--- src/rtl/pwrSeq_defs.svh ---
// Sizing constants for the power sequencer
// The stage delay counts clock cycles, so scale it to the board clock
`ifndef PWRSEQ_DEFS_SVH
`define PWRSEQ_DEFS_SVH

//////////////////////////////////////////////////////////////////////
// State encoding
//////////////////////////////////////////////////////////////////////

// Sixteen states fit in four bits
`define SEQ_STATE_W 4

//////////////////////////////////////////////////////////////////////
// Stage timer
//////////////////////////////////////////////////////////////////////

// Counter width, limits the longest stage delay to 255 cycles
`define SEQ_CNT_W 8
// Minimum dwell in the CPU/memory stage before PCH power-ok
`define SEQ_CPU_MEM_DELAY 20

`endif

--- src/rtl/pwrSeqPkg.sv ---
// Shared types of the power sequencer
// State order matters: the output decode compares state ranges
`include "pwrSeq_defs.svh"

package pwrSeqPkg;

    // Sequencer states, low to high along the power-up path
    typedef enum logic [`SEQ_STATE_W-1:0] {
        Fault, Stby, S3, Off, Ps, ClkSlot, Pch, CpuMem,
        PwrOk, SysPwrOk, CpuPwrGd, Reset, Done, ShutDown, PchOff, PsOff
    } seqState;

    // Stage delay counter value
    typedef logic [`SEQ_CNT_W-1:0] seqCnt;

    // Board level pins seen by the sequencer
    typedef struct packed {
        logic auxPwrgd;
        logic psPwrok;
        logic pchApwrok;
        logic pchCpuPwrgd;
        logic pchPltrstN;
        logic slpS3N;
        logic slpS4N;
        logic ibmcPsonN;
        logic cpuValidcfg;
        logic pchPrsntN;
        logic dbgmodeN;
    } boardIn;

    typedef struct packed {
        logic pch;
        logic mem;
        logic cpu;
    } railGood;

    typedef struct packed {
        logic pch;
        logic mem;
        logic cpu;
    } railFault;

    // Enables and handshakes driven back to the board
    typedef struct packed {
        logic psEn;
        logic cpuClkenN;
        logic pchPwrMain;
        logic memPwrEn;
        logic cpuPwrEn;
        logic pchPwrok;
        logic pchSysPwrok;
        logic cpuPwrgd;
        logic rstBoardN;
    } seqOut;

endpackage

--- src/rtl/faultMonitor.sv ---
// Latches loss of the aux 3.3 V rail and merges the external rail faults
// Rail fault flags pass through combinationally
`timescale 1ns/1ps

module faultMonitor
    import pwrSeqPkg::*;
(
    input  logic     clk,
    input  logic     arstN,
    input  logic     auxPwrgd,
    input  railFault flt,
    input  logic     faultClear,
    output logic     fault
);

    logic auxPwrgdDly;
    logic auxFault;

    always_ff @(posedge clk or negedge arstN) begin
        if (!arstN) begin
            auxPwrgdDly <= 1'b0;
        end else begin
            auxPwrgdDly <= auxPwrgd;
        end
    end

    // A falling edge of aux power-good wins over a clear in the same cycle
    always_ff @(posedge clk or negedge arstN) begin
        if (!arstN) begin
            auxFault <= 1'b0;
        end else if (!auxPwrgd && auxPwrgdDly) begin
            auxFault <= 1'b1;
        end else if (faultClear) begin
            auxFault <= 1'b0;
        end
    end

    assign fault = auxFault | flt.pch | flt.mem | flt.cpu;

endmodule

--- src/rtl/delayTimer.sv ---
// Minimum stage time; delayCycles must be at least 2 and fit the counter
// stageDone reads high out of reset and after the count expires
`timescale 1ns/1ps
`include "pwrSeq_defs.svh"

module delayTimer
    import pwrSeqPkg::*;
#(
    parameter int delayCycles = `SEQ_CPU_MEM_DELAY
) (
    input  logic clk,
    input  logic arstN,
    input  logic stageStart,
    output logic stageDone
);

    seqCnt count;

    // Load on the strobe, then count down and hold at zero
    always_ff @(posedge clk or negedge arstN) begin
        if (!arstN) begin
            count <= '0;
        end else if (stageStart) begin
            count <= seqCnt'(delayCycles - 1);
        end else if (count != '0) begin
            count <= count - 1'b1;
        end
    end

    assign stageDone = (count == '0);

endmodule

--- src/rtl/seqFsm.sv ---
// Master power sequencing FSM, one step per clock
// Fault exit needs dbgmodeN low while in Fault
`timescale 1ns/1ps

module seqFsm
    import pwrSeqPkg::*;
(
    input  logic    clk,
    input  logic    arstN,
    input  boardIn  board,
    input  railGood good,
    input  logic    fault,
    input  logic    stageDone,
    output seqState state,
    output logic    faultClear,
    output logic    stageStart
);

    seqState nextState;
    seqState prevState;
    logic    pwrEn;
    logic    s3Req;

    // BMC request with valid CPU config and PCH present, or S3 exit by the PCH
    assign pwrEn = (!board.ibmcPsonN && board.cpuValidcfg && !board.pchPrsntN && !fault)
                   || board.slpS3N;
    assign s3Req = !board.slpS3N && board.slpS4N;

    assign faultClear = (state == Fault) && !board.dbgmodeN;
    assign stageStart = (state == CpuMem) && (prevState != CpuMem);

    //////////////////////////////////////////////////////////////////////
    // State registers
    //////////////////////////////////////////////////////////////////////

    always_ff @(posedge clk or negedge arstN) begin
        if (!arstN) begin
            state     <= Stby;
            prevState <= Stby;
        end else begin
            state     <= nextState;
            prevState <= state;
        end
    end

    //////////////////////////////////////////////////////////////////////
    // Next state
    //////////////////////////////////////////////////////////////////////

    always_comb begin
        nextState = state;
        case (state)
            Fault:    if (faultClear) nextState = Stby;
            Stby: begin
                if (fault)               nextState = Fault;
                else if (board.auxPwrgd) nextState = Off;
            end
            S3: begin
                if (fault)             nextState = Fault;
                else if (board.slpS3N) nextState = Off;
            end
            Off: begin
                if (fault)      nextState = Fault;
                else if (pwrEn) nextState = Ps;
            end
            // Supply and clock stages back out through PsOff
            Ps: begin
                if (board.psPwrok) nextState = ClkSlot;
                else if (!pwrEn)   nextState = PsOff;
            end
            ClkSlot: begin
                if (board.pchApwrok) nextState = Pch;
                else if (!pwrEn)     nextState = PsOff;
            end
            Pch: begin
                if (good.pch)    nextState = CpuMem;
                else if (!pwrEn) nextState = PchOff;
            end
            // From here on, losing power-enable goes through ShutDown
            // Timer output is still from the last stage in the strobe cycle
            CpuMem: begin
                if (good.mem && stageDone && !stageStart) nextState = PwrOk;
                else if (!pwrEn)                          nextState = ShutDown;
            end
            PwrOk: begin
                if (good.cpu)    nextState = SysPwrOk;
                else if (!pwrEn) nextState = ShutDown;
            end
            SysPwrOk: begin
                if (!pwrEn)                 nextState = ShutDown;
                else if (board.pchCpuPwrgd) nextState = CpuPwrGd;
            end
            CpuPwrGd: begin
                if (board.pchCpuPwrgd) nextState = Reset;
                else if (!pwrEn)       nextState = ShutDown;
            end
            Reset: begin
                if (board.pchPltrstN) nextState = Done;
                else if (!pwrEn)      nextState = ShutDown;
            end
            Done: begin
                if (!pwrEn)                 nextState = ShutDown;
                else if (!board.pchPltrstN) nextState = Reset;
            end
            // Wait for CPU rail off, memory rail off unless entering S3
            ShutDown: begin
                if ((!good.cpu && (!good.mem || s3Req)) || fault) nextState = PchOff;
                else if (!board.slpS3N)                           nextState = PchOff;
            end
            PchOff:   if (!good.pch) nextState = PsOff;
            PsOff: begin
                if (!board.psPwrok) begin
                    if (s3Req)                                   nextState = S3;
                    else if (!board.ibmcPsonN && !board.slpS3N) nextState = PsOff;
                    else                                         nextState = Off;
                end
            end
            default:  nextState = Stby;
        endcase
    end

endmodule

--- src/rtl/railEnables.sv ---
// Registered decode of sequencer state into rail enables and handshakes
// Outputs lag the state by one clock
`timescale 1ns/1ps

module railEnables
    import pwrSeqPkg::*;
(
    input  logic    clk,
    input  logic    arstN,
    input  seqState state,
    input  logic    slpS4N,
    input  logic    pchCpuPwrgd,
    output seqOut   outs
);

    logic cpuMemRange;

    // CPU and memory rails are up from CpuMem until shutdown starts
    assign cpuMemRange = (state >= CpuMem) && (state < ShutDown);

    always_ff @(posedge clk or negedge arstN) begin
        if (!arstN) begin
            outs <= '0;
        end else begin
            outs.psEn        <= (state >= Ps) && (state < PsOff);
            // Held high while CPU power is sequenced
            outs.cpuClkenN   <= (state >= CpuMem) && (state < PchOff);
            outs.pchPwrMain  <= (state >= Pch) && (state < PchOff);
            outs.cpuPwrEn    <= cpuMemRange;
            outs.pchPwrok    <= (state >= PwrOk) && (state < PchOff);
            outs.pchSysPwrok <= (state >= SysPwrOk) && (state < ShutDown);
            outs.rstBoardN   <= (state == Done);
            outs.cpuPwrgd    <= pchCpuPwrgd;

            // Memory keeps power through S3, drops only once slpS4N goes low
            if (cpuMemRange) begin
                outs.memPwrEn <= 1'b1;
            end else if (!slpS4N) begin
                outs.memPwrEn <= 1'b0;
            end
        end
    end

endmodule

--- src/rtl/mstrSeq.sv ---
// Top level of the master power sequencer
// State is exported for observation only
`timescale 1ns/1ps

module mstrSeq
    import pwrSeqPkg::*;
(
    input  logic     clk,
    input  logic     arstN,
    input  boardIn   board,
    input  railGood  good,
    input  railFault flt,
    output seqOut    outs,
    output seqState  state
);

    logic fault;
    logic faultClear;
    logic stageStart;
    logic stageDone;

    faultMonitor faultMonitor_inst (
        .clk        (clk),
        .arstN      (arstN),
        .auxPwrgd   (board.auxPwrgd),
        .flt        (flt),
        .faultClear (faultClear),
        .fault      (fault)
    );

    delayTimer delayTimer_inst (
        .clk        (clk),
        .arstN      (arstN),
        .stageStart (stageStart),
        .stageDone  (stageDone)
    );

    seqFsm seqFsm_inst (
        .clk        (clk),
        .arstN      (arstN),
        .board      (board),
        .good       (good),
        .fault      (fault),
        .stageDone  (stageDone),
        .state      (state),
        .faultClear (faultClear),
        .stageStart (stageStart)
    );

    railEnables railEnables_inst (
        .clk         (clk),
        .arstN       (arstN),
        .state       (state),
        .slpS4N      (board.slpS4N),
        .pchCpuPwrgd (board.pchCpuPwrgd),
        .outs        (outs)
    );

endmodule

--- config.mk ---
export PLATFORM = sky130hd
export DESIGN_NAME = mstrSeq
export DESIGN_NICKNAME = d
export VERILOG_FILES = /design/src/rtl/pwrSeqPkg.sv /design/src/rtl/faultMonitor.sv /design/src/rtl/delayTimer.sv /design/src/rtl/seqFsm.sv /design/src/rtl/railEnables.sv /design/src/rtl/mstrSeq.sv
export VERILOG_INCLUDE_DIRS = /design/src /design/src/rtl
export SDC_FILE = /design/constraint.sdc
export NUM_CORES = 1
export LEC_CHECK = 0
export ABC_AREA = 1
export BUFFER_PORTS_ARGS = -buffer_cell sky130_fd_sc_hd__buf_2
export CORE_MARGIN = 1
export CORE_UTILIZATION = 45
export CTS_BUF_LIST = sky130_fd_sc_hd__clkbuf_4 sky130_fd_sc_hd__clkbuf_8 sky130_fd_sc_hd__clkbuf_16
export CTS_CLUSTER_SIZE = 14
export DETAILED_ROUTE_END_ITERATION = 7
export PLACE_DENSITY = 0.67
export SYNTH_ARGS = -nofsm -noshare
export SYNTH_HDL_FRONTEND = slang
export SYNTH_SLANG_ARGS = --single-unit
--- constraint.sdc ---
create_clock -name clk -period 2.4 [get_ports clk]
set_input_delay 0.12 -clock clk [delete_from_list [all_inputs] [get_ports clk]]
set_output_delay 0.12 -clock clk [all_outputs]
set_load 0.02 [all_outputs]
== Word-level counts from Yosys, hierarchy flattened ==
Cells that the tools add are included.

* Register bits after elaboration: 27
* Bits in latches: 0
* Memory bits (writable): 0
* ROM bits: 0
* Bits of input ports: 19
* Output and inout port bits: 13
* Logic and storage cells: 122
* Memories: 0

* Add/sub/neg operators: 1
* Multipliers: 0
* Div/mod/pow operators: 0
* $lt $le $gt $ge: 8
* Eq/ne operators: 27
* Shift-type cells: 0
* Muxes and demuxes: 34
* Bitwise logic cells: 3
* Reductions and logical operators: 35

{| class="wikitable"
|+ Operators by type and width
! kind !! count
|-
| 4-bit two-way mux || 27
|-
| 4-bit one-hot mux with 16 select lines || 1
|-
| 4-bit equality test, second input constant || 8
|-
| 1-bit logical AND || 17
|-
| 4-bit by 3-bit equality test with 1-bit output, second input constant || 4
|-
| 8-bit two-way mux || 2
|-
| 4-bit by 3-bit greater-or-equal comparator with 1-bit output, second input constant || 3
|-
| 4-bit less-than comparator, second input constant || 3
|-
| 10-bit AND reduction || 1
|-
| 1-bit logical NOT || 9
|-
| 3-bit by 2-bit inequality test with 1-bit output, second input constant || 3
|-
| 3-bit inequality test, second input constant || 3
|-
| 4-bit by 2-bit equality test with 1-bit output, second input constant || 2
|-
| 4-bit greater-or-equal comparator, second input constant || 2
|-
| 8-bit logical NOT || 1
|-
| 8-bit nonzero test || 1
|-
| 8-bit by 1-bit subtractor with 8-bit output, second input constant || 1
|-
| 2-bit inequality test, second input constant || 3
|-
| 4-bit by 1-bit equality test with 1-bit output, second input constant || 1
|-
| 4-bit logical NOT || 1
|-
| 1-bit two-way mux || 4
|-
| 4-bit by 3-bit inequality test with 1-bit output, second input constant || 1
|-
| 2-bit nonzero test || 2
|-
| 1-bit logical OR || 3
|-
| 3 further kinds || 5
|}

== Longest topological paths before layout ==
* Depth in word-level cells: 9
* Depth in mapped cells: 13
* Depth with buffers taken out: 13

== Hierarchy ==
A second synthesis with hierarchy kept.

* Cell total of the unflattened synthesis: 285
* Area, all modules: 1844.3 µm²

{| class="wikitable"
|+ By module, submodules not included
! module !! times used !! cells an instance !! area an instance (µm²) !! seq. area each (µm²)
|-
| seqFsm || 1 || 175 || 904.6 || 202.7
|-
| delayTimer || 1 || 63 || 506.7 || 200.2
|-
| railEnables || 1 || 37 || 352.8 || 225.2
|-
| faultMonitor || 1 || 10 || 80.1 || 50.0
|}

== Least setup slack after synthesis ==
OpenSTA, ideal clock, no wires.

* Kind: reg2reg
* From: register seqFsm_inst.state[0]
* To: register seqFsm_inst.state[1]
* Data arrival time: 1.548 ns
* Data required time: 2.283 ns
* Slack: 0.735 ns
* Cell stages (with the launch flop): 13
* Buffers on the path: 1
* Cells stage by stage: dfstp_2 buf_2 nand2_2 nor2_1 nand2_1 nand2_1 inv_1 nand3_1 nor2_1 nand2_2 inv_2 nand2_1 nand2_1

* Word-level cells in the longest chain between the ends: 6
* Elaborated cells between the ends (all ways): 33
* Those cells by class: eq/ne (25); mux (2); reduce/logical (6)

{| class="wikitable"
|+ RTL lines
! item !! RTL line !! text
|-
| start: declaration || seqFsm.sv:14 || <nowiki>output seqState state,</nowiki>
|-
| start signal: assignment || seqFsm.sv:38 || <nowiki>state <= Stby;</nowiki>
|-
| start signal: assignment || seqFsm.sv:41 || <nowiki>state <= nextState;</nowiki>
|-
| 4-bit by 3-bit equality test with 1-bit output || seqFsm.sv:30, seqFsm.sv:52 ||
|-
| 1-bit logical AND || seqFsm.sv:30 || <nowiki>assign stageStart = (state == CpuMem) && (prevState != CpuMem);</nowiki>
|-
| 1-bit logical NOT || seqFsm.sv:82 || <nowiki>if (good.mem && stageDone && !stageStart) nextState = PwrOk;</nowiki>
|-
| 1-bit logical AND || seqFsm.sv:82 ||
|-
| 4-bit two-way mux || seqFsm.sv:82 ||
|-
| 4-bit one-hot mux with 16 select lines || seqFsm.sv:52 || <nowiki>case (state)</nowiki>
|}

Several ways; a longest one is shown, not always the timed one.
A chain may end at the register's enable or synchronous reset.

== Final worst setup path ==
* From: register seqFsm_inst.state[0]
* To: register seqFsm_inst.state[2]

Same word-level chain as after synthesis.

==> results by group <==
Timing
  – Hold Vio Cnt, Final: 0
  – Setup ws final: 615 ps
  – Final-report max-slew violation count: 0
  – Final setup violation count: 0
  – RSZ-0062 raised after global routing: no
  – Final Cycle Share: 74.4%
  – Final TNS setup: 0 ps
  – Fin crit period: 1790 ps
  – F_max: 0.560 GHz
  – Max-slew headroom: 61.0%
  – Fin Clk Skew: 2.05 ps
  – WHS: 112 ps
  – Worst-Margin Slew: 585 ps

Global route
  – Total global routing overflow: 0
  – Largest net degree at the start of global routing: 28
  – Total GRT Usage: 21.7%
  – First-pass GRT wire length: 6.78 mm
  – Initial antenna violation count: 0
  – Vias in the first global route: 1,512

Setup path
  – Largest fanout on the critical path: 11
  – CP max stage cell: dfstp_2
  – Critical path's largest stage delay: 690 ps
  – Reg-to-Reg Start: seqFsm_inst.state[0]$_DFFE_PN1P_
  – CP endpoint kind: flop
  – Critical path arrival: 1940 ps
  – Worst setup endpoint: seqFsm_inst.state[2]$_DFFE_PN0P_
  – Startpoint types: flop
  – Worst Path Required: 2560 ps
  – Crit path top cell by count: nand2_1
  – Worst Setup SP: seqFsm_inst.state[0]$_DFFE_PN1P_
  – Cells along the critical path: inv_2 > nand2_1 > nor2_2 > nor2_2 > inv_1 > nand2_1 > nand3_1 > nor2_1 > nand2_1 > nand2_1 > nand2_1
  – R2R Setup Slk: 610 ps
  – Reg-to-Reg End: seqFsm_inst.state[2]$_DFFE_PN0P_
  – CP Class: flop to flop
  – Worst r2r path cells: 11

Floorplan
  – FP Rows: 21
  – Die H: 62.7 um
  – Initial Utilization: 48.2%
  – Die footprint: 0.00393 mm2
  – Chip width: 62.7 um
  – IO Count: 32
  – Core outline area: 0.00344 mm2

Synthesis
  – Syn nets: 267
  – #FFs+latches synth: 27
  – Mean Syn Cell Area: 6.74 um2
  – Warnings, synthesis: 0
  – Library cells used by synthesis: 24
  – Post-synth ARST share: 100%
  – Primary FF master, synth: dfrtp_1
  – Mapped Cells: 246
  – Post-Syn Area: 0.00166 mm2
  – Post-synth EDFFs: 0
  – Sequential fraction of the synthesis area: 40.9%

Placement
  – Post-DP Area: 0.00186 mm2
  – Placed Cells: 321
  – Port buffer count: 31
  – GPL Wtd Cong: 0.999
  – Setup WS pre-CTS: 684 ps
  – Post-DP HPWL: 3.02 mm

Drt
  – DRC viols: 0
  – Post-DR wirelength/cell: 11.7 um
  – Routed WL: 3.84 mm
  – Vias/cell: 5.13
  – Routed via count: 1,683
  – Final ANT Viol Nets: 0
  – First-pass DRT Iterations: 4
  – 1st-iter DRT viols: 92

Finish
  – Final net count: 304
  – Commonest cells after routing, fill and taps aside: nand2_1, nor2_1, buf_2
  – Final Instance Area: 0.00194 mm2
  – Ant diodes: 0
  – Layout Cells excl Fill: 328
  – Share of cells above drive strength 1: 20.9%
  – Layout area overhead: 17.0%
  – Fin util: 56.4%
  – Commonest non-fill, non-tap cell in the layout: nand2_1

Pwr
  – Pleak: 1.02 nW
  – PwrDens: 1150 mW/mm2
  – Worst VDD drop: 0.380 mV
  – Final Total Pwr: 2.23 mW

Min path
  – Hold Crit Start: board[0]
  – Worst hold path class: primary input to flop

Run
  – Max Cap Viol: 0

CTS
  – Clock Path Buffers: 2
  – CTS sink cnt: 27
  – H-Tree Depth: 1
  – Worst-Skew Late Latency: 260 ps
  – Post-CTS setup repair buffer count: 0
  – Clock tree root driver cell: clkbuf_8
  – CTS resizes: 0
  – Hold buffer count at cts: 2
  – CTS buffer count: 3
  – CTS tree: yes
  – Clock slew at reported path FFs: 80 ps

Run status
  – Status: finished clean
==> how the worst min path moves through the flow <==
| stage | to | cells after the start |
|---|---|---|
| floorplan | delayTimer_inst.count[0]$_DFFE_PN0P_ | 0 |
| global placement | railEnables_inst.outs[3]$_DFF_PN0_ | 1 |
| detailed placement | delayTimer_inst.count[7]$_DFFE_PN0P_ | 1 |
| CTS | railEnables_inst.outs[1]$_DFF_PN0_ | 1 |
| global route | railEnables_inst.outs[5]$_DFFE_PN0P_ | 2 |
| finish | faultMonitor_inst.auxFault$_DFFE_PN0P_ | 3 |
==> routing by layer <==
metal | share of wire (%) | global-route usage, %
met1 | 45 | 29.7
met2 | 45 | 35.3
met3 | 8.1 | 2.92
met4 | 2.1 | 6.69
met5 | 0 | 0
==> flip-flops by register name (all words and copies together), names as in the netlist <==
| register | flops |
|---|---|
| delayTimer_inst.count | 8 |
| seqFsm_inst.state | 4 |
| faultMonitor_inst.auxPwrgdDly | 1 |
| seqFsm_inst.prevState | 4 |
| faultMonitor_inst.auxFault | 1 |
| railEnables_inst.outs | 9 |
==> cell type report <==
cell class / instances / area [um2]
timing repair buffer: 34 / 185
inverter: 30 / 113
tap: 46 / 57.6
clock buffer: 4 / 48.8
multi-input combinational: 187 / 858
fill: 353 / 1500
sequential: 27 / 678
==> power by group <==
| group | switching, mW | total (mW) | internal [mW] |
|---|---|---|---|
| registers | 0.182 | 0.846 | 0.664 |
| clock network | 0.126 | 0.256 | 0.130 |
| logic | 0.748 | 1.13 | 0.385 |
| total | 1.06 | 2.23 | 1.18 |
==> worst max-delay path, delay by kind of cell, from the launching register on <==
kind                   cells  cell delay (ps)
buffers and inverters      2              190
flip-flops                 1              690
AND/OR/NAND/NOR            9              800
==> cell usage after synthesis, types with 5 or more instances <==
library cell	count	area, um2
a21oi_1	11	55.1
dfrtp_1	25	626
inv_1	22	82.6
inv_2	7	26.3
nand2_1	69	259
nand2_2	6	37.5
nand3_1	19	95.1
nor2_1	44	165
nor2_2	7	43.8
nor3_1	5	25.0
o21ai_0	11	55.1
==> cells by family after synthesis <==
group / share of synthesized area, %
flip-flops: 40.9
AND/OR/NAND/NOR: 41.3
adder cells (fa/ha/maj): 1.51
buffers and inverters: 7.39
XOR/XNOR: 0.528
AO/OA/AOI/OAI: 8.45
No activity file was read; power rests on OpenSTA's default activity.
